## config.mk

```make
export PLATFORM = sky130hd
export DESIGN_NAME = fsa_core
export DESIGN_NICKNAME = d
export VERILOG_FILES = /design/src/logic/fsa_pkg.sv /design/src/logic/fsa_core.sv
export SDC_FILE = /design/constraint.sdc
export NUM_CORES = 1
export LEC_CHECK = 0
export BUFFER_PORTS_ARGS = -buffer_cell sky130_fd_sc_hd__buf_2
export CAP_MARGIN = 10
export CORE_UTILIZATION = 46
export DETAILED_ROUTE_END_ITERATION = 6
export PLACE_DENSITY = 0.73
export SLEW_MARGIN = 20
export SYNTH_ARGS = -nofsm -noshare
export SYNTH_HDL_FRONTEND = slang
export SYNTH_SLANG_ARGS = --single-unit
```

## constraint.sdc

```tcl
create_clock -name clk -period 2.2 [get_ports clk]
set_clock_uncertainty 0.2 [all_clocks]
set_input_delay 0.11 -clock clk [delete_from_list [all_inputs] [get_ports clk]]
set_output_delay 0.11 -clock clk [all_outputs]
set_load 0.01 [all_outputs]
```

## src/logic/fsa_pkg.sv

```systemverilog
package fsa_pkg;

	// row and column index width
	localparam int dim_w = 12;
	localparam int ref_w = 8;

	localparam int axil_addr_w = 5;
	localparam int axil_data_w = 32;

	// one record per column, kept across the frame
	typedef struct packed {
		logic             val;
		logic [dim_w-1:0] top;
		logic [dim_w-1:0] bot;
	} col_rec_t;

	typedef struct packed {
		logic             found;
		logic [dim_w-1:0] x;
	} edge_res_t;

	typedef struct packed {
		logic [dim_w-1:0] height;
		logic [dim_w-1:0] width;
		logic [ref_w-1:0] ref_level;
	} fsa_cfg_t;

	// register map, one 32-bit word each
	localparam logic [axil_addr_w-1:0] reg_status  = 5'h00;
	localparam logic [axil_addr_w-1:0] reg_height  = 5'h04;
	localparam logic [axil_addr_w-1:0] reg_width   = 5'h08;
	localparam logic [axil_addr_w-1:0] reg_ref     = 5'h0C;
	localparam logic [axil_addr_w-1:0] reg_left    = 5'h10;
	localparam logic [axil_addr_w-1:0] reg_right   = 5'h14;
	localparam logic [axil_addr_w-1:0] reg_col_sel = 5'h18;
	localparam logic [axil_addr_w-1:0] reg_col_rec = 5'h1C;

endpackage

```

## src/logic/fsa_core.sv

```systemverilog
`timescale 1ns/1ps

module fsa_core
	import fsa_pkg::*;
#(
	parameter int pixel_w = 8
) (
	input  logic               clk,
	input  logic               resetn,
	input  fsa_cfg_t           cfg,
	input  logic               s_axis_tvalid,
	input  logic [pixel_w-1:0] s_axis_tdata,
	input  logic               s_axis_tuser,
	input  logic               s_axis_tlast,
	output logic               s_axis_tready,
	output logic               rd_en,
	output logic [dim_w-1:0]   rd_addr,
	input  col_rec_t           rd_rec,
	output logic               wr_en,
	output logic [dim_w-1:0]   wr_addr,
	output col_rec_t           wr_rec,
	output logic               scan_en,
	output logic               scan_first,
	output logic               scan_last,
	output logic [dim_w-1:0]   scan_x,
	output col_rec_t           scan_rec,
	output logic               sof,
	output logic               ana_done
);
	// what each pixel carries down the pipe
	typedef struct packed {
		logic             dark;
		logic             row0;
		logic             last_row;
		logic             first_col;
		logic             last_col;
		logic             eof;
		logic [dim_w-1:0] x;
		logic [dim_w-1:0] y;
	} pix_info_t;

	logic               beat;
	logic [dim_w-1:0]   next_x;
	logic [dim_w-1:0]   next_y;
	logic [dim_w-1:0]   cur_x;
	logic [dim_w-1:0]   cur_y;
	logic [pixel_w-1:0] ref_pix;
	pix_info_t          cur_info;
	pix_info_t          info_p0;
	pix_info_t          info_p1;
	pix_info_t          info_p2;
	logic               vld_p1;
	logic               vld_p2;
	col_rec_t           old_rec_p2;
	col_rec_t           base_rec;
	col_rec_t           new_rec;
	logic               eof_p3;

	// no back-pressure on the pixel stream
	assign s_axis_tready = 1'b1;
	assign beat = s_axis_tvalid && s_axis_tready;

	assign cur_x = s_axis_tuser ? '0 : next_x;
	assign cur_y = s_axis_tuser ? '0 : next_y;
	assign ref_pix = pixel_w'(cfg.ref_level);

	always_comb begin
		cur_info.dark      = s_axis_tdata < ref_pix;
		cur_info.row0      = cur_y == '0;
		cur_info.last_row  = cur_y == cfg.height - 1'b1;
		cur_info.first_col = cur_x == '0;
		cur_info.last_col  = cur_x == cfg.width - 1'b1;
		cur_info.eof       = s_axis_tlast && cur_info.last_row;
		cur_info.x         = cur_x;
		cur_info.y         = cur_y;
	end

	// position of the next beat
	always_ff @(posedge clk) begin
		if (!resetn) begin
			next_x <= '0;
			next_y <= '0;
		end else if (beat) begin
			if (s_axis_tlast) begin
				next_x <= '0;
				next_y <= cur_y + 1'b1;
			end else begin
				next_x <= cur_x + 1'b1;
				next_y <= cur_y;
			end
		end
	end

	// stage 0 issues the read, stage 1 gets it back
	always_ff @(posedge clk) begin
		if (beat)
			info_p0 <= cur_info;
		info_p1    <= info_p0;
		info_p2    <= info_p1;
		old_rec_p2 <= rd_rec;
	end

	assign rd_addr = info_p0.x;

	// row 0 starts every column from scratch
	always_comb begin
		base_rec = info_p2.row0 ? '0 : old_rec_p2;
		new_rec  = base_rec;
		if (info_p2.dark) begin
			new_rec.val = 1'b1;
			new_rec.bot = info_p2.y;
			if (!base_rec.val)
				new_rec.top = info_p2.y;
		end
	end

	always_ff @(posedge clk) begin
		wr_addr <= info_p2.x;
		wr_rec  <= new_rec;
	end

	assign scan_x   = wr_addr;
	assign scan_rec = wr_rec;

	always_ff @(posedge clk) begin
		if (!resetn) begin
			rd_en      <= 1'b0;
			sof        <= 1'b0;
			vld_p1     <= 1'b0;
			vld_p2     <= 1'b0;
			wr_en      <= 1'b0;
			scan_en    <= 1'b0;
			scan_first <= 1'b0;
			scan_last  <= 1'b0;
			eof_p3     <= 1'b0;
			ana_done   <= 1'b0;
		end else begin
			rd_en      <= beat;
			sof        <= beat && s_axis_tuser;
			vld_p1     <= rd_en;
			vld_p2     <= vld_p1;
			wr_en      <= vld_p2;
			scan_en    <= vld_p2 && info_p2.last_row;
			scan_first <= vld_p2 && info_p2.first_col;
			scan_last  <= vld_p2 && info_p2.last_col;
			eof_p3     <= vld_p2 && info_p2.eof;
			ana_done   <= eof_p3;
		end
	end

	// a column must be written back before the next row reads it
	a_min_width: assert property (@(posedge clk) disable iff (!resetn)
		beat && s_axis_tuser |-> cfg.width >= 4);

	a_no_rw_clash: assert property (@(posedge clk) disable iff (!resetn)
		rd_en && wr_en |-> rd_addr != wr_addr);

endmodule

```

==> run metrics <==
nets=879; Hold Crit Depth=5; Tcrit/Tclk final=92.7%; outcome=completed; io pins=164; leading area contributor after synthesis=dfxtp_1; Main synth FF type=dfxtp_1; initial core utilization=47.0%; Max FO, Critical Path=5; Wirelength per Cell=14.1 microns; #FFs+latches synth=186; Vias=4835; WL final=14000 microns; DR DRC count=0; Netlist Area Pre-Place=6800 sq um; largest net degree at the start of global routing=35; clock latency on the worst-skew pair=0.42 ns; Detail Route Antenna Nets=0; worst r2r dst=info_p0[25]; area grow syn2layout=24.9%; First DRT Iteration DRCs=260; hold_sp=cfg[30]; row count=44; die area=15300 sq um; Syn. warnings=0; initial antenna violation count=0; startpoint types=register; reg2reg setup slack=0.16 ns; chip width=124 microns; clk root buf=clkbuf_16; critical path type=reg2reg; grt ovf=0; final setup vio count=0; fmax=0.490 GHz; Inserted Clock Buffers=17; Finished Layout Cells=991; worst r2r src=next_x[10]; Pwr per Cell Area=825 nW/um^2; hold crit path type=in2reg; DR vias/cell=4.88; Required @ worst endpoint=2.20 ns; H-tree depth=4; Hold Vio Cnt, Final=0; Finished Core Util=58.7%; die height=124 microns; Mapped Cells=623; share of layout cells above drive strength 1=28.7%; max-cap viol count=0; maximum clock path buffer count=2; area taken by multi-input logic gates=2210 sq um; clk sinks=186; Synth top area share=45.9%; Setup Total Neg Slack=0 ns; reg2reg path depth=6; Synth cell types=52; Avg Cell Area, Syn=10.9 sq um; CTS tree=done; detailed placement HPWL=9890 microns; FF+latch area=4030 sq um; Pwr Total=0.00701 W; post-synthesis net count=706; first-pass GRT wire length=21900 microns; Initial DRT Pass Iterations=4; Tmin final=2.04 ns; gr usage total=18.7%; Post-synth EDFFs=30; VDD IR-drop max=565 uV; crit end category=register; vias in the first global route=4646; ANT cells=0; sequential cell area fraction in the yosys report=59.2%; top cells by count, synth=dfxtp_1, buf_4, nand2_1; placed insts=929; CP arrival=2.04 ns; routability cong.=0.858; Fill cells=1162; count leader, synth=dfxtp_1; Hold Path End=info_p0[27]; P_leak=3.88 nW; async set-or-reset flop fraction in the synthesized netlist=0%; Post-DP Area=7630 sq um; Worst-path clk slew=0.07 ns; core area=14500 sq um; Area contributors post-synth=dfxtp_1, edfxtp_1, buf_4; fin area=8490 sq um; final slew viol count=0; I/O Buffers=162
## per-layer routing
layer | routed length, microns | GRT usage (%) | part of all wire [%]
met5 | 0 | 0 | 0
met1 | 6100 | 22.7 | 44
met3 | 629 | 4.44 | 4.5
met2 | 7070 | 31.7 | 50
met4 | 201 | 8.06 | 1.4
## layout make-up
type,instances,area share (%)
repair buffers,229,16.4
clock buffers,22,5.58
clock inverters,8,0.751
multi-input cells,337,26.0
well taps,184,2.71
inverters,25,1.10
flip-flops and latches,186,47.4
## state kept, by name (all words and copies together) (netlist names)
register / cells
scan_last: 1
scan_first: 1
rd_addr: 12
info_p2: 30
scan_x: 12
wr_en: 1
rd_en: 1
old_rec_p2: 25
eof_p3: 1
vld_p2: 1
scan_en: 1
next_y: 12
vld_p1: 1
info_p0: 18
info_p1: 30
next_x: 12
sof: 1
scan_rec: 25
ana_done: 1
## cells by family after synthesis
logic type               synth area share, %
other                                 0.0551
XOR/XNOR                                5.02
multiplexers                           0.442
AND/OR/NAND/NOR                         16.8
adder cells (fa/ha/maj)                 2.39
buffers and inverters                   8.41
flip-flops                              59.2
AO/OA/AOI/OAI                           7.73
## worst max-delay path by stage
stage	to	slack, ns	depth (start not counted)	start
6_report	info_p0[25]	0.16	6	next_x[10]
2_1_floorplan	next_y[10]	0.02	12	s_axis_tuser
3_3_place_gp	info_p0[24]	-0.06	9	cfg[20]
5_1_grt	next_x[8]	-0.03	10	next_x[0]
4_1_cts	next_x[8]	0.11	10	next_x[0]
3_5_place_dp	info_p0[24]	-0.15	9	cfg[20]
## metrics by stage
| step | setup slack [ns] | hold WS [ns] |
|---|---|---|
| finish | 0.161 | 0.0866 |
| global route | -0.0282 | 0.0911 |
| CTS | 0.110 | 0.0610 |
| detailed placement | -0.154 | 0.0136 |
| global placement | -0.0616 | 0.0138 |
| floorplan | 0.0176 | -0.0623 |
## power by group
| part | switching, W | internal [W] | leakage [nW] |
|---|---|---|---|
| clock network | 0.00121 | 0.00154 | 0.264 |
| logic | 0.000302 | 0.000276 | 2.02 |
| registers | 0.0000664 | 0.00362 | 1.59 |
| total | 0.00158 | 0.00543 | 3.88 |
## layout by cell type, fill, tap and decap left out, drive strengths merged, types with 3 or more instances in the layout
master       count
nor2b           16
nor3            10
edfxtp          30
and2            26
xnor2           28
nand3           22
o2bb2ai          8
and3            15
xor2            11
mux2i            3
buf            197
or4              4
a31oi            6
nand2b          19
nand4b           3
dfxtp          156
a21oi           10
clkbuf          22
clkinv           3
nor3b            4
inv             29
o211ai           5
nor2            18
nor4             8
and4             3
dlygate4sd3     32
or3              5
ha              13
o21ai           13
nand2           50
a22o            13
## worst max-delay path: stages (launching register included)
cell and delay, ns:
dfxtp_1 0.32, nor2b_1 0.19, buf_4 0.18, xnor2_1 0.07, or3_1 0.30, a221o_1 0.32, nor4_1 0.25
## repair_timing
item                                    in CTS  in global routing
endpoints found under the hold margin       32                  0
endpoints found under the setup margin       0                  4
setup buffers                                0                  0
hold buffers                                32                  0
resized for setup                            0                  4
Power figures use the tool's default switching activity.
