**config.mk**
```make
export PLATFORM = sky130hd
export DESIGN_NAME = fsa_regs
export DESIGN_NICKNAME = d
export VERILOG_FILES = /design/src/logic/fsa_pkg.sv /design/src/logic/fsa_regs.sv
export SDC_FILE = /design/constraint.sdc
export NUM_CORES = 1
export LEC_CHECK = 0
export ABC_CLOCK_PERIOD_IN_PS = 3650
export BUFFER_PORTS_ARGS = -buffer_cell sky130_fd_sc_hd__buf_2
export CAP_MARGIN = 20
export CORE_ASPECT_RATIO = 2
export CORE_MARGIN = 5
export CORE_UTILIZATION = 53
export DETAILED_ROUTE_END_ITERATION = 8
export GPL_TIMING_DRIVEN = 0
export PLACE_DENSITY = 0.85
export SKIP_LAST_GASP = 1
export SYNTH_ARGS = -nofsm -noshare
export SYNTH_HDL_FRONTEND = slang
export SYNTH_SLANG_ARGS = --single-unit
```
**constraint.sdc**
```tcl
create_clock -name clk -period 3.65 [get_ports clk]
set_input_delay 0.365 -clock clk [delete_from_list [all_inputs] [get_ports clk]]
set_output_delay 0.365 -clock clk [all_outputs]
set_load 0.01 [all_outputs]
```
**src/logic/fsa_pkg.sv**
```systemverilog
package fsa_pkg;

	// row and column index width
	localparam int dim_w = 12;
	localparam int ref_w = 8;

	localparam int axil_addr_w = 5;
	localparam int axil_data_w = 32;

	// one record per column, kept across the frame
	typedef struct packed {
		logic             val;
		logic [dim_w-1:0] top;
		logic [dim_w-1:0] bot;
	} col_rec_t;

	typedef struct packed {
		logic             found;
		logic [dim_w-1:0] x;
	} edge_res_t;

	typedef struct packed {
		logic [dim_w-1:0] height;
		logic [dim_w-1:0] width;
		logic [ref_w-1:0] ref_level;
	} fsa_cfg_t;

	// register map, one 32-bit word each
	localparam logic [axil_addr_w-1:0] reg_status  = 5'h00;
	localparam logic [axil_addr_w-1:0] reg_height  = 5'h04;
	localparam logic [axil_addr_w-1:0] reg_width   = 5'h08;
	localparam logic [axil_addr_w-1:0] reg_ref     = 5'h0C;
	localparam logic [axil_addr_w-1:0] reg_left    = 5'h10;
	localparam logic [axil_addr_w-1:0] reg_right   = 5'h14;
	localparam logic [axil_addr_w-1:0] reg_col_sel = 5'h18;
	localparam logic [axil_addr_w-1:0] reg_col_rec = 5'h1C;

endpackage

```
**src/logic/fsa_regs.sv**
```systemverilog
`timescale 1ns/1ps

module fsa_regs
	import fsa_pkg::*;
#(
	parameter int pixel_w = 8
) (
	input  logic                      clk,
	input  logic                      resetn,
	input  logic [axil_addr_w-1:0]    s_axil_awaddr,
	input  logic                      s_axil_awvalid,
	output logic                      s_axil_awready,
	input  logic [axil_data_w-1:0]    s_axil_wdata,
	input  logic [axil_data_w/8-1:0]  s_axil_wstrb,
	input  logic                      s_axil_wvalid,
	output logic                      s_axil_wready,
	output logic [1:0]                s_axil_bresp,
	output logic                      s_axil_bvalid,
	input  logic                      s_axil_bready,
	input  logic [axil_addr_w-1:0]    s_axil_araddr,
	input  logic                      s_axil_arvalid,
	output logic                      s_axil_arready,
	output logic [axil_data_w-1:0]    s_axil_rdata,
	output logic [1:0]                s_axil_rresp,
	output logic                      s_axil_rvalid,
	input  logic                      s_axil_rready,
	output fsa_cfg_t                  cfg,
	input  logic                      sof,
	input  logic                      ana_done,
	input  edge_res_t                 left,
	input  edge_res_t                 right,
	output logic [dim_w-1:0]          host_addr,
	input  col_rec_t                  host_rec,
	output logic                      frame_done
);
	logic                     aw_got;
	logic                     w_got;
	logic [axil_addr_w-1:0]   aw_addr_q;
	logic [axil_data_w-1:0]   wdata_q;
	logic [axil_data_w/8-1:0] wstrb_q;
	logic                     wr_fire;
	logic [axil_data_w-1:0]   wr_old;
	logic [axil_data_w-1:0]   wr_word;
	logic [axil_addr_w-1:0]   ar_sel;
	logic                     ar_fire;
	logic                     rec_wait;
	logic [axil_data_w-1:0]   rd_word;
	logic                     status_clr;
	logic                     done;
	edge_res_t                left_q;
	edge_res_t                right_q;

	function automatic logic [axil_addr_w-1:0] word_addr(input logic [axil_addr_w-1:0] a);
		return {a[axil_addr_w-1:2], 2'b00};
	endfunction

	function automatic logic [axil_data_w-1:0] merge_strb(input logic [axil_data_w-1:0] old,
		input logic [axil_data_w-1:0] data, input logic [axil_data_w/8-1:0] strb);
		logic [axil_data_w-1:0] res;
		for (int i = 0; i < axil_data_w / 8; i++)
			res[8*i +: 8] = strb[i] ? data[8*i +: 8] : old[8*i +: 8];
		return res;
	endfunction

	// found in bit 31, x in the low bits
	function automatic logic [axil_data_w-1:0] edge_word(input edge_res_t e);
		return {e.found, {(axil_data_w-1-dim_w){1'b0}}, e.x};
	endfunction

	assign s_axil_awready = !aw_got && !s_axil_bvalid;
	assign s_axil_wready  = !w_got && !s_axil_bvalid;
	assign s_axil_bresp   = 2'b00;
	assign s_axil_rresp   = 2'b00;
	assign wr_fire        = aw_got && w_got;

	always_comb begin
		case (aw_addr_q)
			reg_height:  wr_old = axil_data_w'(cfg.height);
			reg_width:   wr_old = axil_data_w'(cfg.width);
			reg_ref:     wr_old = axil_data_w'(cfg.ref_level);
			reg_col_sel: wr_old = axil_data_w'(host_addr);
			default:     wr_old = '0;
		endcase
		wr_word = merge_strb(wr_old, wdata_q, wstrb_q);
	end

	always_ff @(posedge clk) begin
		if (s_axil_awvalid && s_axil_awready)
			aw_addr_q <= word_addr(s_axil_awaddr);
		if (s_axil_wvalid && s_axil_wready) begin
			wdata_q <= s_axil_wdata;
			wstrb_q <= s_axil_wstrb;
		end
	end

	always_ff @(posedge clk) begin
		if (!resetn) begin
			aw_got        <= 1'b0;
			w_got         <= 1'b0;
			s_axil_bvalid <= 1'b0;
			cfg           <= '0;
			host_addr     <= '0;
		end else begin
			if (s_axil_awvalid && s_axil_awready)
				aw_got <= 1'b1;
			if (s_axil_wvalid && s_axil_wready)
				w_got <= 1'b1;
			if (s_axil_bvalid && s_axil_bready)
				s_axil_bvalid <= 1'b0;
			if (wr_fire) begin
				aw_got        <= 1'b0;
				w_got         <= 1'b0;
				s_axil_bvalid <= 1'b1;
				// read-only offsets fall through
				case (aw_addr_q)
					reg_height:  cfg.height    <= wr_word[dim_w-1:0];
					reg_width:   cfg.width     <= wr_word[dim_w-1:0];
					reg_ref:     cfg.ref_level <= ref_w'(wr_word[pixel_w-1:0]);
					reg_col_sel: host_addr     <= wr_word[dim_w-1:0];
					default: ;
				endcase
			end
		end
	end

	assign ar_sel         = word_addr(s_axil_araddr);
	assign s_axil_arready = !s_axil_rvalid && !rec_wait;
	assign ar_fire        = s_axil_arvalid && s_axil_arready;
	assign status_clr     = ar_fire && ar_sel == reg_status && done;

	always_comb begin
		case (ar_sel)
			reg_status:  rd_word = axil_data_w'(done);
			reg_height:  rd_word = axil_data_w'(cfg.height);
			reg_width:   rd_word = axil_data_w'(cfg.width);
			reg_ref:     rd_word = axil_data_w'(cfg.ref_level);
			reg_left:    rd_word = edge_word(left_q);
			reg_right:   rd_word = edge_word(right_q);
			reg_col_sel: rd_word = axil_data_w'(host_addr);
			default:     rd_word = '0;
		endcase
	end

	always_ff @(posedge clk) begin
		if (!resetn) begin
			s_axil_rvalid <= 1'b0;
			rec_wait      <= 1'b0;
		end else begin
			if (s_axil_rvalid && s_axil_rready)
				s_axil_rvalid <= 1'b0;
			if (ar_fire) begin
				if (ar_sel == reg_col_rec)
					rec_wait <= 1'b1;
				else
					s_axil_rvalid <= 1'b1;
			end
			if (rec_wait) begin
				rec_wait      <= 1'b0;
				s_axil_rvalid <= 1'b1;
			end
		end
	end

	// column record waits one cycle for the store
	always_ff @(posedge clk) begin
		if (rec_wait)
			s_axil_rdata <= {host_rec.val, 3'b000, host_rec.top, 4'b0000, host_rec.bot};
		else if (ar_fire)
			s_axil_rdata <= rd_word;
	end

	always_ff @(posedge clk) begin
		if (!resetn) begin
			done       <= 1'b0;
			frame_done <= 1'b0;
		end else begin
			frame_done <= ana_done;
			if (ana_done)
				done <= 1'b1;
			else if (sof || status_clr)
				done <= 1'b0;
		end
	end

	always_ff @(posedge clk) begin
		if (ana_done) begin
			left_q  <= left;
			right_q <= right;
		end
	end

	a_rvalid_hold: assert property (@(posedge clk) disable iff (!resetn)
		s_axil_rvalid && !s_axil_rready |=> s_axil_rvalid && $stable(s_axil_rdata));

endmodule

```
==> metrics.csv <==
stage,metric,value,unit
critical_path,reg2reg end,cfg[26],
timing,min cycle time layout,2210,ps
timing,max-slew violations,0,
critical_path,critical path buffer and inverter count,3,
critical_path,critical path required time,3280,ps
route,DRT Wirelength,16.2,mm
placed_design,Placed Instances,760,
die,core area,0.00976,mm^2
pwr,Sw Pwr,0.774,mW
route,Via Count,4613,
critical_path,R2R Setup Slk,1860,ps
layout,final instance area,0.00683,mm^2
layout,Fill cells,747,
timing,relative slew slack,0.546,
grt,first-pass GRT wire length,24.6,mm
route,WL/cell,20.5,um
pwr,Sequential Power Share,0.442,
critical_path,cell breakdown of the critical path,clkbuf_1 -> clkbuf_1 -> nor2_1 -> buf_2,
pwr,Sw Ratio,0.224,
pwr,P_leak,2.94,nW
grt,largest net degree at the start of global routing,29,
clocking,postcts setup bufs,0,
pwr,Comb power frac,0.088,
hold_path,Hold Crit Depth,1,
critical_path,crit start category,flip-flop,
clocking,clock net sink count,119,
synthesis,largest family of logic cells by synthesized area,compound AO/OA/AOI/OAI gates,
hold_path,hold wc startpoint,right[5],
layout,Final #Nets,753,
synthesis,"Top FF cell, synth",edfxtp_1,
die,Die H,151,um
clocking,CTS Buffer Depth,2,
die,# IOs,192,
clocking,"CTS clk-pin slew, worst paths",50,ps
route,First DRT Iteration DRCs,397,
layout,share of layout cells above drive strength 1,0.339,
critical_path,data arrival time of the critical path,1840,ps
pwr,Int Pwr,2.68,mW
synthesis,Seq cells post-synth,119,
critical_path,Crit path max-delay family,buffers and inverters,
timing,setup ws final,1440,ps
critical_path,critical-path maximum fanout,10,
synthesis,Adder-Cell Fraction of Synth Area,0,
grt,initial antenna violation count,0,
synthesis,cell count after synthesis,465,
critical_path,kind of critical path,reg2out,
pwr,Power per Cell Area,506,mW/mm^2
die,die area,0.0122,mm^2
synthesis,Syn Area/Cell,11.4,um^2
placed_design,routability cong.,0.903,
synthesis,post-synthesis simple-gate area fraction,0.124,
synthesis,xor and xnor fraction of the mapped netlist area,0,
placed_design,dpl ws,1640,ps
synthesis,"Cell Area, Synth",0.00529,mm^2
synthesis,post-synthesis sequential area ratio,0.579,
clocking,post_cts resized,0,
hold_path,worst min path class,in2reg,
timing,Final setup viols,0,
clocking,Clock Latency Late Sink,410,ps
clocking,CTS tree,done,
critical_path,most numerous cell on the critical path,clkbuf_1,
grt,vias in the first global route,4724,
clocking,H-tree depth,4,
layout,Post-Layout Cell Count,792,
timing,post-route setup TNS,0,ps
placed_design,Placed Area,0.00626,mm^2
die,row count,51,
synthesis,mux cell area share after synthesis,0.0568,
placed_design,Buffers on Ports,153,
synthesis,library cells used by synthesis,49,
critical_path,Crit-path slowest cell,clkbuf_1,
timing,Tcrit/Tclk final,0.605,
synthesis,post-synthesis compound-gate area fraction,0.194,
synthesis,Ys Warns,0,
timing,clk_skew,5.05,ps
outcome,status,completed,
pwr,clock power share,0.469,
grt,grt ovf,0,
timing,actual slew at the worst max-slew pin,681,ps
route,Pre-antenna DRT Iters,5,
die,Initial Utilization,0.542,
timing,Fin. Hold Viols,0,
synthesis,"FFs w/ async S/R, synth",0,
hold_path,Hold Crit Endpoint,right_q[5],
critical_path,worst-case reg-to-reg path depth,4,
clocking,hold-fix buffers at CTS,0,
critical_path,"Largest stage delay, worst path",440,ps
critical_path,reg-to-reg critical path startpoint,wstrb_q[0],
pwr,maximum vdd ir drop,0.347,mV
die,Chip Width,80.6,um
placed_design,post-DP HPWL,12.5,mm
clocking,CTS buffer count,17,
timing,max frequency,453,MHz
clocking,clk root buf,clkbuf_16,
route,vias per std cell,5.82,
grt,Total Routing Usage GR,0.271,
layout,P&R area growth vs syn,29.1,%
route,drt drc,0,
synthesis,Post-synth EDFFs,68,
route,DRT antenna net count,0,
flow_run,Max-cap violations,0,
layout,Ant. Diodes,0,
critical_path,CP endpoint kind,output pin,
timing,RSZ-0062 raised after global routing,no,
## metal layers
layer / up-vias / GRT usage / part of all wire
met2: 259 / 0.496 / 0.54
li1: 2125 / - / -
met1: 2177 / 0.274 / 0.33
met5: - / 0 / 0
met3: 52 / 0.0768 / 0.083
met4: 0 / 0.136 / 0.043
## cells by family after synthesis
kind of cell | after synthesis
AOI/OAI and AO/OA | 151
buffers and inverters | 44
DFF | 119
muxes | 28
other | 1
and+or+nand+nor | 122
## power groups by stage
| stage | Sequential [mW] | Clock, mW | Combinational (mW) |
|---|---|---|---|
| floorplan | 1.56 | 0 | 0.160 |
| global placement | 1.55 | 0 | 0.295 |
| detailed placement | 1.55 | 0 | 0.301 |
| CTS | 1.53 | 1.63 | 0.303 |
| global route | 1.53 | 1.71 | 0.328 |
| finish | 1.53 | 1.62 | 0.305 |
## worst max path at each step
stage,startpoint,endpoint,depth (start not counted)
2_1_floorplan,s_axil_araddr[3],s_axil_rdata[7],5
5_1_grt,rec_wait,s_axil_arready,4
3_5_place_dp,s_axil_araddr[3],s_axil_rdata[4],6
6_report,rec_wait,s_axil_arready,4
4_1_cts,rec_wait,s_axil_arready,4
3_3_place_gp,s_axil_araddr[3],s_axil_rdata[7],6
## area by class of cell
type | count | area, um^2 | area share
Timing Repair Buffer | 153 | 766 | 0.112
Clock inverter | 11 | 131 | 0.0192
Clock buffer | 21 | 440 | 0.0645
Buffer | 43 | 236 | 0.0346
Multi-Input combinational cell | 312 | 2020 | 0.296
Tap cell | 132 | 165 | 0.0242
Sequential cell | 119 | 3060 | 0.448
Inverter | 1 | 3.75 | 0.000550
## per-stage QoR
| stage | utilization | hold slack (ps) | power, mW |
|---|---|---|---|
| final | 0.700 | 130 | 3.46 |
| after global routing | 0.700 | 109 | 3.57 |
| after global placement | 0.641 | 502 | 1.85 |
| after floorplan | - | 464 | 1.72 |
| after detailed placement | 0.641 | 497 | 1.86 |
| after CTS | 0.700 | 123 | 3.46 |
## state kept, by name, indices dropped and copies added (netlist names)
name	flops
wdata_q	12
aw_addr_q	3
aw_got	1
s_axil_bvalid	1
cfg	32
right_q	13
w_got	1
s_axil_rvalid	1
done	1
wstrb_q	2
frame_done	1
host_addr	12
rec_wait	1
left_q	13
s_axil_rdata	25
## synth_stat cells (12+ instances only)
| cell type | instances | area, um^2 |
|---|---|---|
| clkbuf_1 | 16 | 60.1 |
| nand2_1 | 36 | 135 |
| mux2_2 | 16 | 180 |
| a221oi_1 | 12 | 105 |
| o21ai_0 | 30 | 150 |
| nand2b_1 | 13 | 81.3 |
| dfxtp_1 | 51 | 1020 |
| buf_2 | 12 | 60.1 |
| a31oi_1 | 17 | 106 |
| mux2i_1 | 12 | 120 |
| buf_4 | 14 | 105 |
| nand3_1 | 14 | 70.1 |
| edfxtp_1 | 68 | 2040 |
| a21oi_1 | 18 | 90.1 |
| nor2b_1 | 14 | 87.6 |
| and2_1 | 20 | 125 |
## worst reg2reg max path: stages (launching register included)
cell      delay, ps
edfxtp_1        510
clkbuf_1        320
o31ai_1         540
o21ai_0         140
and2_1          170
## cell usage in the layout, fill, tap and decap left out, drive strengths merged, types with 7 or more instances in the layout
| cell | netlist | layout |
|---|---|---|
| clkinv | 0 | 7 |
| dfxtp | 51 | 51 |
| a221oi | 12 | 12 |
| o32ai | 8 | 8 |
| nor2b | 15 | 15 |
| mux2 | 16 | 16 |
| conb | 1 | 11 |
| clkbuf | 16 | 37 |
| nand2 | 36 | 36 |
| nor2 | 9 | 9 |
| nand3 | 14 | 14 |
| o21ai | 40 | 40 |
| a22oi | 9 | 9 |
| a31oi | 17 | 17 |
| a21oi | 18 | 18 |
| mux2i | 12 | 12 |
| o31ai | 9 | 9 |
| edfxtp | 68 | 68 |
| nand2b | 13 | 13 |
| and2 | 20 | 20 |
| buf | 27 | 180 |
No activity file was read; power rests on OpenSTA's default activity.
