<file path="config.mk">
export PLATFORM = sky130hd
export DESIGN_NAME = edge_scan
export DESIGN_NICKNAME = d
export VERILOG_FILES = /design/src/logic/fsa_pkg.sv /design/src/logic/edge_scan.sv
export SDC_FILE = /design/constraint.sdc
export NUM_CORES = 1
export LEC_CHECK = 0
export ABC_AREA = 1
export BUFFER_PORTS_ARGS = -buffer_cell sky130_fd_sc_hd__buf_2
export CAP_MARGIN = 20
export CORE_MARGIN = 2
export CORE_UTILIZATION = 45
export DETAILED_ROUTE_END_ITERATION = 16
export GPL_ROUTABILITY_DRIVEN = 1
export PLACE_DENSITY = 0.72
export SLEW_MARGIN = 25
export SYNTH_ARGS = -nofsm -noshare
export SYNTH_HDL_FRONTEND = slang
export SYNTH_SLANG_ARGS = --single-unit
</file>
<file path="constraint.sdc">
create_clock -name clk -period 3.91 [get_ports clk]
set_input_delay 0.1955 -clock clk [delete_from_list [all_inputs] [get_ports clk]]
set_output_delay 0.1955 -clock clk [all_outputs]
set_load 0.005 [all_outputs]
</file>
<file path="src/logic/fsa_pkg.sv">
package fsa_pkg;

	// row and column index width
	localparam int dim_w = 12;
	localparam int ref_w = 8;

	localparam int axil_addr_w = 5;
	localparam int axil_data_w = 32;

	// one record per column, kept across the frame
	typedef struct packed {
		logic             val;
		logic [dim_w-1:0] top;
		logic [dim_w-1:0] bot;
	} col_rec_t;

	typedef struct packed {
		logic             found;
		logic [dim_w-1:0] x;
	} edge_res_t;

	typedef struct packed {
		logic [dim_w-1:0] height;
		logic [dim_w-1:0] width;
		logic [ref_w-1:0] ref_level;
	} fsa_cfg_t;

	// register map, one 32-bit word each
	localparam logic [axil_addr_w-1:0] reg_status  = 5'h00;
	localparam logic [axil_addr_w-1:0] reg_height  = 5'h04;
	localparam logic [axil_addr_w-1:0] reg_width   = 5'h08;
	localparam logic [axil_addr_w-1:0] reg_ref     = 5'h0C;
	localparam logic [axil_addr_w-1:0] reg_left    = 5'h10;
	localparam logic [axil_addr_w-1:0] reg_right   = 5'h14;
	localparam logic [axil_addr_w-1:0] reg_col_sel = 5'h18;
	localparam logic [axil_addr_w-1:0] reg_col_rec = 5'h1C;

endpackage

</file>
<file path="src/logic/edge_scan.sv">
`timescale 1ns/1ps

module edge_scan
	import fsa_pkg::*;
(
	input  logic             clk,
	input  logic             resetn,
	input  logic             scan_en,
	input  logic             scan_first,
	input  logic             scan_last,
	input  logic [dim_w-1:0] scan_x,
	input  col_rec_t         scan_rec,
	output edge_res_t        left,
	output edge_res_t        right
);
	logic             left_open;
	logic             prev_val;
	logic             run_cont;
	logic [dim_w-1:0] run_start;

	// column continues a dark run from the previous column
	assign run_cont = prev_val && !scan_first;

	always_ff @(posedge clk) begin
		if (!resetn) begin
			left      <= '0;
			right     <= '0;
			left_open <= 1'b0;
			prev_val  <= 1'b0;
		end else if (scan_en) begin
			prev_val <= scan_rec.val;
			if (scan_first) begin
				left.found <= scan_rec.val;
				left.x     <= '0;
				left_open  <= scan_rec.val;
				right      <= '0;
			end else if (left_open) begin
				if (scan_rec.val)
					left.x <= scan_x;
				else
					left_open <= 1'b0;
			end
			if (scan_last) begin
				right.found <= scan_rec.val;
				if (!scan_rec.val)
					right.x <= '0;
				else if (run_cont)
					right.x <= run_start;
				else
					right.x <= scan_x;
			end
		end
	end

	// first column of the current run
	always_ff @(posedge clk) begin
		if (scan_en && scan_rec.val && !run_cont)
			run_start <= scan_x;
	end

	a_first_last: assert property (@(posedge clk) disable iff (!resetn)
		scan_en |-> !(scan_first && scan_last));

endmodule

</file>
==> results.tsv, run 1 <==
stage	metric	value	unit
outcome	run_status	completed	
timing	max_clock_freq	525	MHz
critical_path	required_time_of_the_worst_setup_path	3.84	ns
layout	num_antenna_cells	0	
floorplanning	floorplan.core_area	3720	um^2
synthesis	warnings_from_yosys	0	
routing	routed_vias_inst	5.01	
min_path	hold_path.startpoint	scan_x[10]	
routing	drt_pass1_iterations	4	
synthesis	synth_commonest_cells	40 x sky130_fd_sc_hd__nand3_1, 29 x sky130_fd_sc_hd__inv_1, 28 x sky130_fd_sc_hd__dfxtp_1, 27 x sky130_fd_sc_hd__nand2_1, 16 x sky130_fd_sc_hd__a21oi_1	
floorplanning	die_area	4410	um^2
synthesis	synth.area.top_cells	sky130_fd_sc_hd__dfxtp_1 32%, sky130_fd_sc_hd__edfxtp_1 21%, sky130_fd_sc_hd__nand3_1 11%	
grt	global_route.usage.total	19.0	%
synthesis	synth_area	1750	um^2
critical_path	ff2ff_setup_slack	2.00	ns
routing	wl_met3	217	um
critical_path	cpPeakStageDelay	0.60	ns
timing	worst_slew_pin_slew	0.961	ns
grt	grt_antenna_before_repair	0	
critical_path	crit_start	prev_val$_SDFFE_PN0P_	
place	detailedPlace.worstSlack	1.95	ns
clocking	post_cts_resize_count	0	
critical_path	worst_path_dominant_cell_family	simple AND/OR/NAND/NOR gates	
floorplanning	placement_rows	22	
clocking	post_cts.repair.setup_buffers	0	
synthesis	ys_seq_area_share	52.5	%
timing	hold_viol	0	
timing	timing.final.max_slew_violations	0	
layout	final_layout_size_suffix_gt1_share	31.3	%
clocking	cts_tree	built	
synthesis	postSynth.asyncResetShare	0	%
critical_path	setup.worst_path.end_class	flop	
routing	wire_length_on_met1	1840	um
place	globalplace.congestion	0.761	
floorplanning	die_width	66.4	um
min_path	hp-class	input port to flop	
routing	wire_per_inst	13.4	um
routing	antenna_violating_nets_post_route	0	
critical_path	worstPathBufferInverterCount	0	
critical_path	worst_path_max_delay_cell	sky130_fd_sc_hd__and3_1	
routing	met2_wirelength	1650	um
clocking	ctsHoldBuffers	0	
place	detailed_place.area	1960	um^2
routing	top_signal_layer_used	met4	
grt	grt_first_pass_wirelength	6240	um
synthesis	syn_nets	235	
grt	grt_pass1_vias	1296	
timing	clock-skew-final	0.00235	ns
timing	finalCritPeriodShare	48.7	%
critical_path	worst_r2r_startpoint	prev_val$_SDFFE_PN0P_	
critical_path	critical_path.max_fanout	14	
floorplanning	io_pins	68	
synthesis	synth-seq-cells	40	
synthesis	ys_types	21	
place	portBuffers	43	
power	pwr_density_cell	392	nW/um^2
routing	routed-via-count	1409	
timing	max-slew-margin-rel	35.9	%
clocking	clock_tree.buffer_depth	2	
timing	postLayoutSetupSlackWorst	2.00	ns
grt	globalRouteOverflowTotal	0	
power	post-layout-total-power	0.000803	W
critical_path	worstPathArrival	1.84	ns
layout	synthToLayoutAreaGrowth	16.7	%
synthesis	edff_count_synth	12	
timing	setup_violations	0	
grt	grt_max_degree	27	
synthesis	synth_flop_cell	sky130_fd_sc_hd__dfxtp_1	
synthesis	synth_area_per_cell	9.09	um^2
synthesis	netlist_instances	193	
critical_path	timing.setup.critical_path_class	flop to flop	
place	dp.final_hpwl	2420	um
critical_path	cp_cell_sequence	nand2_1 > and3_1	
layout	design_area	2050	um^2
clocking	cts_buffers	5	
synthesis	synth_largest_type_area_fraction	32.0	%
timing	setup_total_negative_slack	0	ns
power	ir_drop	241	uV
routing	drt_first_iter_violations	53	
timing	grt_setup_unrepaired	no	
synthesis	synth_area_leader_cell	sky130_fd_sc_hd__dfxtp_1	
power	power.leakage	0.908	nW
clocking	ctsHtreeMaxLevel	2	
clocking	clock_tree_root_driver_cell	sky130_fd_sc_hd__clkbuf_8	
clocking	cts.clk_slew.worst_paths	0.07	ns
clocking	cts_num_sinks	40	
clocking	clkLatencyLatePin	0.29	ns
floorplanning	die-height	66.4	um
floorplanning	floorplan.initialDensity	47.2	%
timing	timing.final.crit_period	1.91	ns
synthesis	most_used_standard_cell_by_instance_count_after_synthesis	sky130_fd_sc_hd__nand3_1	
layout	nets	274	
critical_path	timing.critical_path.from_type	flop	
routing	drt_wl_total	3770	um
routing	post-route-drc-count	0	
flow_run	max_cap_viol_count	0	
[flip-flops by register name, indices dropped and copies added, names as in the netlist]
signal     count
left          13
right         13
prev_val       1
run_start     12
left_open      1
[placed cells by master (no fill, tap or decap), drive strengths merged]
cell	n
nand3	50
buf	43
inv	29
nand2	29
dfxtp	28
a21oi	26
edfxtp	12
clkbuf	8
nor2	6
and3	1
o21ai	1
[power by group]
group          switching [W]  total (W)  leakage [nW]  internal [W]
Combinational      0.0000478  0.0000715         0.524     0.0000237
Sequential        0.00000749   0.000447         0.339      0.000440
Clock               0.000140   0.000284        0.0455      0.000144
Total               0.000196   0.000803         0.908      0.000608
[metal layers]
layer  GRT usage (%)  vias up
li1                -      711
met1            26.1      645
met2            28.7       46
met3            4.09        7
met4            8.42        0
met5               0        -
[logic make-up after synthesis]
kind of cell,after synthesis,share of synthesized area (%)
buffers and inverters,40,10.3
AO/OA/AOI/OAI,27,9.84
AND/OR/NAND/NOR,86,27.3
flip-flops,40,52.5
[area by class of cell]
class | count | area [um^2]
fillers | 366 | 1670
flip-flops and latches | 40 | 921
multi-input cells | 113 | 652
repair buffers | 43 | 215
inverters | 29 | 109
clock buffers | 8 | 90.1
well taps | 48 | 60.1
[final timing paths]
path                                           endpoint  cells after the start
worst max register to register   run_start[1]$_DFFE_PP_                      2
worst max-delay path             run_start[1]$_DFFE_PP_                      2
worst min-delay path            run_start[10]$_DFFE_PP_                      1
worst min register to register    right[5]$_SDFFE_PN0P_                      2
[metrics by stage]
step / util [%] / instances / hold WS [ns]
3_5_place_dp: 52.7 / 273 / 0.405
5_1_grt: 55.1 / 281 / 0.101
6_report: 55.1 / 281 / 0.105
3_3_place_gp: 52.7 / 273 / 0.404
2_1_floorplan: - / 193 / 0.294
4_1_cts: 55.1 / 281 / 0.0982
No activity file was read; power rests on OpenSTA's default activity.
==> run 2: changes to the inputs <==
- ABC_AREA: 1 -> 0
- PLACE_DENSITY: 0.72 -> 0.75
- clock period: 3.91 -> 2 ns (I/O delays scaled with it)
==> run 2 against run 1 <==
  * Combinational power grew 69%
  * Flip-flop and latch count is the same
  * Critical path depth grew 1
  * Sequential share of layout area grew 4.1 points
  * Routed wire length shrank 19%
  * First-iteration DRC count shrank 47%
  * Largest power group unchanged
  * Register-to-register slack lost 1.3 ns
  * Via count shrank 24%
  * Highest routed layer unchanged
==> results.tsv, run 2 <==
stage	metric	value	unit	change
outcome	run_status	completed		unchanged
layout	reg_top3	left x13, right x13, run_start x12		unchanged
synthesis	netlist_instances	105		was 193
layout	design_area	1880	um^2	was 2050 um^2
critical_path	cpPeakStageDelay	0.32	ns	was 0.60 ns
synthesis	synth_area_leader_cell	sky130_fd_sc_hd__dfxtp_1		unchanged
timing	grt_setup_unrepaired	no		unchanged
synthesis	synth_flop_cell	sky130_fd_sc_hd__dfxtp_1		unchanged
routing	antenna_violating_nets_post_route	0		unchanged
power	pwr_density_cell	801	nW/um^2	was 392 nW/um^2
synthesis	synth.area.mux_share	8.28	%	was 0%
grt	grt_max_degree	13		was 27
critical_path	worstPathArrival	1.39	ns	was 1.84 ns
flow_run	max_cap_viol_count	0		unchanged
critical_path	worst_path_dominant_cell_family	simple AND/OR/NAND/NOR gates		unchanged
layout	final_common_cell	sky130_fd_sc_hd__buf_2		unchanged
floorplanning	die_width	60.8	um	was 66.4 um
routing	drt_pass1_iterations	4		unchanged
power	power.leakage	0.783	nW	was 0.908 nW
synthesis	ys_seq_area_share	63.4	%	was 52.5%
routing	drt_first_iter_violations	28		was 53
layout	nets	205		was 274
clocking	post_cts_resize_count	0		unchanged
power	ir_drop	515	uV	was 241 uV
timing	worst_slew_pin_slew	0.578	ns	was 0.961 ns
grt	globalRouteOverflowTotal	0		unchanged
grt	grt_antenna_before_repair	0		unchanged
synthesis	edff_count_synth	12		unchanged
power	post-layout-total-power	0.00150	W	was 0.000803 W
floorplanning	floorplan.initialDensity	47.5	%	was 47.2%
floorplanning	io_pins	68		unchanged
timing	setup_violations	0		unchanged
critical_path	critical_path.max_fanout	9		was 14
routing	routed-via-count	1068		was 1,409
routing	wire_per_inst	14.7	um	was 13.4 um
timing	hold_viol	0		unchanged
grt	global_route.usage.total	18.1	%	was 19.0%
layout	most-common-layout-cells	43 x sky130_fd_sc_hd__buf_2, 28 x sky130_fd_sc_hd__dfxtp_1		was 43 x sky130_fd_sc_hd__buf_2, 40 x sky130_fd_sc_hd__nand3_1, 29 x sky130_fd_sc_hd__inv_1
place	dp.final_hpwl	2030	um	was 2420 um
synthesis	synth_commonest_cells	28 x sky130_fd_sc_hd__dfxtp_1, 12 x sky130_fd_sc_hd__edfxtp_1, 12 x sky130_fd_sc_hd__mux2i_1, 12 x sky130_fd_sc_hd__o2bb2ai_1, 10 x sky130_fd_sc_hd__a22o_1		was 40 x sky130_fd_sc_hd__nand3_1, 29 x sky130_fd_sc_hd__inv_1, 28 x sky130_fd_sc_hd__dfxtp_1, 27 x sky130_fd_sc_hd__nand2_1, 16 x sky130_fd_sc_hd__a21oi_1
critical_path	timing.critical_path.from_type	flop		unchanged
layout	final_layout_size_suffix_gt1_share	36.0	%	was 31.3%
clocking	ctsHtreeMaxLevel	2		unchanged
synthesis	synth_area_per_cell	13.8	um^2	was 9.09 um^2
critical_path	timing.setup.critical_path_class	flop to flop		unchanged
clocking	clkLatencyLatePin	0.35	ns	was 0.29 ns
critical_path	reg2regPathDepth	3		was 2
timing	finalCritPeriodShare	66.6	%	was 48.7%
timing	max_clock_freq	751	MHz	was 525 MHz
clocking	cts_num_sinks	40		unchanged
layout	num_antenna_cells	0		unchanged
timing	timing.final.max_slew_violations	0		unchanged
place	portBuffers	43		unchanged
routing	routed_vias_inst	5.13		was 5.01
critical_path	required_time_of_the_worst_setup_path	2.06	ns	was 3.84 ns
critical_path	worstPathBufferInverterCount	1		was 0
routing	post-route-drc-count	0		unchanged
critical_path	crit_cells	3		was 2
synthesis	synthXorXnorAreaFrac	0	%	unchanged
synthesis	synth_top_family_by_area	compound AO/OA/AOI/OAI gates		was simple AND/OR/NAND/NOR gates
layout	synthToLayoutAreaGrowth	29.3	%	was 16.7%
synthesis	postSynth.asyncResetShare	0	%	unchanged
timing	timing.final.crit_period	1.33	ns	was 1.91 ns
grt	grt_pass1_vias	1036		was 1,296
synthesis	warnings_from_yosys	0		unchanged
clocking	cts.clk_slew.worst_paths	0.10	ns	was 0.07 ns
synthesis	syn_nets	147		was 235
min_path	hp-class	input port to flop		unchanged
synthesis	synth_compound_area_share	17.3	%	was 9.84%
routing	drt_wl_total	3060	um	was 3770 um
synthesis	yosys.area_share.adder	0	%	unchanged
synthesis	synth-seq-cells	40		unchanged
floorplanning	die-height	60.8	um	was 66.4 um
min_path	hold-path-cell-count	2		was 1
grt	grt_first_pass_wirelength	4720	um	was 6240 um
synthesis	most_used_standard_cell_by_instance_count_after_synthesis	sky130_fd_sc_hd__dfxtp_1		was sky130_fd_sc_hd__nand3_1
clocking	clock_tree_root_driver_cell	sky130_fd_sc_hd__clkbuf_4		was sky130_fd_sc_hd__clkbuf_8
critical_path	worst_path_max_delay_cell	sky130_fd_sc_hd__dfxtp_1		was sky130_fd_sc_hd__and3_1
critical_path	cp_cell_sequence	nor2b_2 > nor2_1 > buf_4		was nand2_1 > and3_1
clocking	cts_buffers	5		unchanged
place	globalplace.congestion	0.713		was 0.761
floorplanning	die_area	3700	um^2	was 4410 um^2
synthesis	synth_simple_gate_area_share	6.29	%	was 27.3%
critical_path	setup.worst_path.end_class	flop		unchanged
layout	n_fill_cell	262		was 366
clocking	clock_tree.buffer_depth	2		unchanged
timing	clock-skew-final	0.0111	ns	was 0.00235 ns
synthesis	synth_largest_type_area_fraction	38.6	%	was 32.0%
synthesis	ys_types	25		was 21
synthesis	synth_area	1450	um^2	was 1750 um^2
layout	final_util	61.5	%	was 55.1%
floorplanning	floorplan.core_area	3050	um^2	was 3720 um^2
timing	max-slew-margin-rel	61.3	%	was 35.9%
timing	setup_total_negative_slack	0	ns	unchanged
clocking	cts_tree	built		unchanged
synthesis	synth.area.top_cells	sky130_fd_sc_hd__dfxtp_1 39%, sky130_fd_sc_hd__edfxtp_1 25%, sky130_fd_sc_hd__mux2i_1 8.3%		was sky130_fd_sc_hd__dfxtp_1 32%, sky130_fd_sc_hd__edfxtp_1 21%, sky130_fd_sc_hd__nand3_1 11%
floorplanning	placement_rows	20		was 22
place	detailed_place.area	1680	um^2	was 1960 um^2
run 2: cell count changes in the layout (fill, tap and decap cells not counted), sizes merged, moves of 25 or more:
cell	change
nand3	-47
inv	-28
a21oi	-25
nand2	-25
run 2: cells by family (layout without fill, tap and decap cells):
kind of cell / Yosys count / after routing
mux: 12 / 12
flops: 40 / 40
buf+inv: 8 / 67
compound gates: 30 / 30
simple gates: 15 / 15
run 2: final timing paths:
kind | startpoint | end | slack, ns
hold reg to reg | right[6]$_SDFFE_PN0P_ | right[6]$_SDFFE_PN0P_ | 0.47
setup / recovery | prev_val$_SDFFE_PN0P_ | run_start[7]$_DFFE_PP_ | 0.67
hold / removal | resetn | prev_val$_SDFFE_PN0P_ | 0.05
setup reg to reg | prev_val$_SDFFE_PN0P_ | run_start[7]$_DFFE_PP_ | 0.67
run 2: per-stage QoR:
stage,hold slack [ns],instances,worst slack [ns]
finish,0.0545,208,0.668
global route,0.0474,208,0.640
CTS,0.0422,208,0.658
detailed placement,0.312,188,0.693
global placement,0.310,188,0.736
floorplan,0.199,105,0.377
run 2: final cells by class:
cell class / count / area (um^2) / share of cell area [%]
tap: 44 / 55.1 / 2.93
timing repair buffer: 58 / 358 / 19.1
multi-input combinational: 57 / 463 / 24.7
clock inverter: 2 / 35.0 / 1.87
sequential: 40 / 921 / 49.1
clock buffer: 6 / 41.3 / 2.20
inverter: 1 / 3.75 / 0.200
run 2: where the power goes:
part | internal, W | switching [W] | leakage (nW)
clock network | 0.000262 | 0.000251 | 0.0422
registers | 0.000859 | 0.00000906 | 0.339
logic | 0.0000587 | 0.0000625 | 0.401
run 2: metal layers:
metal  GRT usage, %  vias up  share of wire, %
met5              0        -                 0
met4           9.63        0               1.9
met3           5.76        7               4.4
met2           27.3       34                47
met1           23.3      510                46
li1               -      517                 -
run 2: what timing repair did:
item,in CTS,in global routing
hold buffers,12,0
hold endpoints to repair,21,0
buffers inserted,0,0
==> run 3: changes to the inputs <==
- clock period: 2 -> 1.3 ns (I/O delays scaled with it)
==> run 3 against run 2 <==
  * Largest power group unchanged
  * Clock power rose by 31%
  * Total power grew 48%
  * Clock skew down 0.0023 ns
  * Highest routed layer unchanged
  * Count of clock-buffer cells in the layout is the same
  * Critical path depth grew 1
  * Final cell count increased by 1.9%
  * Maximum frequency up 6.7%
  * Non-clock buffer count up 4
  * Flip-flop and latch count is the same
  * Sequential power increased by 54%
  * Final area up 3.1%
  * Sequential share of layout area shrank 1.5 points
==> results.tsv, run 3 (same netlist as run 2, synthesis figures left out) <==
stage	metric	value	unit	change
critical_path	setup.worst_path.end_class	flop		unchanged
timing	finalCritPeriodShare	96.0	%	was 66.6%
floorplanning	floorplan.core_area	3050	um^2	unchanged
critical_path	ff2ff_setup_slack	0.05	ns	was 0.67 ns
grt	global_route.usage.total	19.4	%	was 18.1%
layout	reg_top3	left x13, right x13, run_start x12		unchanged
critical_path	worstPathArrival	1.49	ns	was 1.39 ns
layout	nets	209		was 205
clocking	ctsHtreeMaxLevel	2		unchanged
clocking	clock_tree.buffer_depth	2		unchanged
timing	clock-skew-final	0.00880	ns	was 0.0111 ns
timing	hold_viol	0		unchanged
power	power.leakage	0.805	nW	was 0.783 nW
grt	grt_antenna_before_repair	0		unchanged
clocking	clkLatencyLatePin	0.35	ns	about the same
critical_path	crit_start	prev_val$_SDFFE_PN0P_		unchanged
critical_path	cp_endpoint	right[0]$_SDFFE_PN0P_		was run_start[7]$_DFFE_PP_
min_path	hp-class	input port to flop		unchanged
grt	grt_max_degree	14		was 13
critical_path	reg2regPathDepth	4		was 3
timing	grt_setup_unrepaired	no		unchanged
timing	timing.final.crit_period	1.25	ns	was 1.33 ns
layout	num_antenna_cells	0		unchanged
flow_run	max_cap_viol_count	0		unchanged
power	pwr_density_cell	1150	nW/um^2	was 801 nW/um^2
timing	max-slew-margin-rel	63.5	%	was 61.3%
layout	final_layout_size_suffix_gt1_share	38.7	%	was 36.0%
timing	timing.final.max_slew_violations	0		unchanged
routing	routed_vias_inst	5.12		was 5.13
timing	max_clock_freq	801	MHz	was 751 MHz
critical_path	worst_r2r_startpoint	prev_val$_SDFFE_PN0P_		unchanged
place	dp.final_hpwl	2120	um	was 2030 um
floorplanning	die_width	60.8	um	unchanged
critical_path	required_time_of_the_worst_setup_path	1.54	ns	was 2.06 ns
floorplanning	placement_rows	20		unchanged
routing	antenna_violating_nets_post_route	0		unchanged
routing	drt_pass1_iterations	4		unchanged
layout	most-common-layout-cells	43 x sky130_fd_sc_hd__buf_2, 28 x sky130_fd_sc_hd__dfxtp_1		unchanged
critical_path	critical_path.max_fanout	9		unchanged
timing	postLayoutSetupSlackWorst	0.0519	ns	was 0.668 ns
layout	final_common_cell	sky130_fd_sc_hd__buf_2		unchanged
timing	setup_violations	0		unchanged
floorplanning	io_pins	68		unchanged
place	portBuffers	43		unchanged
layout	final_util	63.4	%	was 61.5%
floorplanning	die_area	3700	um^2	unchanged
routing	post-route-drc-count	0		unchanged
routing	routed-via-count	1086		was 1,068
layout	synthToLayoutAreaGrowth	33.4	%	was 29.3%
clocking	clock_tree_root_driver_cell	sky130_fd_sc_hd__clkbuf_4		unchanged
grt	grt_first_pass_wirelength	5050	um	was 4720 um
power	ir_drop	670	uV	was 515 uV
routing	drt_wl_total	3140	um	was 3060 um
outcome	run_status	completed		unchanged
clocking	cts.clk_slew.worst_paths	0.11	ns	was 0.10 ns
clocking	post_cts.repair.setup_buffers	0		unchanged
routing	drt_first_iter_violations	23		was 28
clocking	cts_buffers	5		unchanged
floorplanning	floorplan.initialDensity	47.5	%	unchanged
timing	worst_slew_pin_slew	0.546	ns	was 0.578 ns
critical_path	timing.setup.critical_path_class	flop to flop		unchanged
routing	wire_per_inst	14.8	um	was 14.7 um
floorplanning	die-height	60.8	um	unchanged
place	detailedPlace.worstSlack	-0.0618	ns	was 0.693 ns
clocking	cts_tree	built		unchanged
layout	n_fill_cell	251		was 262
clocking	cts_num_sinks	40		unchanged
grt	grt_pass1_vias	1121		was 1,036
critical_path	r2r_end	right[0]$_SDFFE_PN0P_		was run_start[7]$_DFFE_PP_
place	globalplace.congestion	0.762		was 0.713
grt	globalRouteOverflowTotal	0		unchanged
critical_path	timing.critical_path.from_type	flop		unchanged
-- run 3: cell count changes in the layout (fill, tap and decap cells not counted), sizes merged --
cell / delta
buf: +4
clkinvlp: +2
bufinv: -1
clkinv: -1
-- run 3: how the worst min path moves through the flow --
stage | startpoint | depth (start not counted) | endpoint
floorplan | scan_x[0] | 0 | run_start[0]$_DFFE_PP_
global placement | scan_x[5] | 1 | run_start[5]$_DFFE_PP_
detailed placement | scan_x[3] | 1 | run_start[3]$_DFFE_PP_
CTS | scan_rec[24] | 3 | left[12]$_SDFFE_PN0P_
global route | scan_rec[24] | 3 | left[12]$_SDFFE_PN0P_
finish | scan_rec[24] | 3 | left[12]$_SDFFE_PN0P_
-- run 3: timing repair --
| action | in CTS | in global routing |
|---|---|---|
| resized for setup | 1 | 0 |
| hold endpoints to repair | 26 | 0 |
| hold buffers | 12 | 0 |
| setup endpoints to repair | 12 | 0 |
-- run 3: per-layer routing --
layer / global-route usage [%] / part of all wire (%) / vias up
met5: 0 / 0 / -
met4: 10.2 / 2.7 / 0
met3: 3.84 / 3.5 / 8
met2: 35.5 / 50 / 29
met1: 21.1 / 43 / 524
li1: - / - / 525
-- run 3: cell type report --
| class | instances | area, um^2 | share of cell area (%) |
|---|---|---|---|
| clock buffer | 6 | 51.3 | 2.65 |
| clock inverter | 2 | 15.0 | 0.776 |
| inverter | 1 | 3.75 | 0.194 |
| multi-input combinational | 57 | 477 | 24.6 |
| sequential | 40 | 921 | 47.6 |
| tap | 44 | 55.1 | 2.84 |
| timing repair buffer | 62 | 413 | 21.3 |
-- run 3: critical path, stage by stage (launching register included) --
cell,delay [ns]
sky130_fd_sc_hd__dfxtp_1,0.37
sky130_fd_sc_hd__nor2b_2,0.32
sky130_fd_sc_hd__buf_12,0.18
sky130_fd_sc_hd__mux2i_1,0.20
sky130_fd_sc_hd__o2bb2ai_1,0.07
-- run 3: through the flow --
step           cell area [um^2]  TNS (ns)  hold slack, ns  instances  power, W
2_1_floorplan              1460         0           0.164        105   0.00145
3_3_place_gp               1740         0           0.275        192   0.00154
3_5_place_dp               1740    -0.405           0.279        192   0.00155
4_1_cts                    1940         0          0.0244        212   0.00224
5_1_grt                    1940         0          0.0410        212   0.00232
6_report                   1940         0          0.0344        212   0.00222
-- run 3: where the power goes --
| part | switching (W) | total [W] | internal [W] |
|---|---|---|---|
| registers | 0.0000147 | 0.00134 | 0.00132 |
| clock network | 0.000409 | 0.000671 | 0.000263 |
| logic | 0.000102 | 0.000209 | 0.000107 |
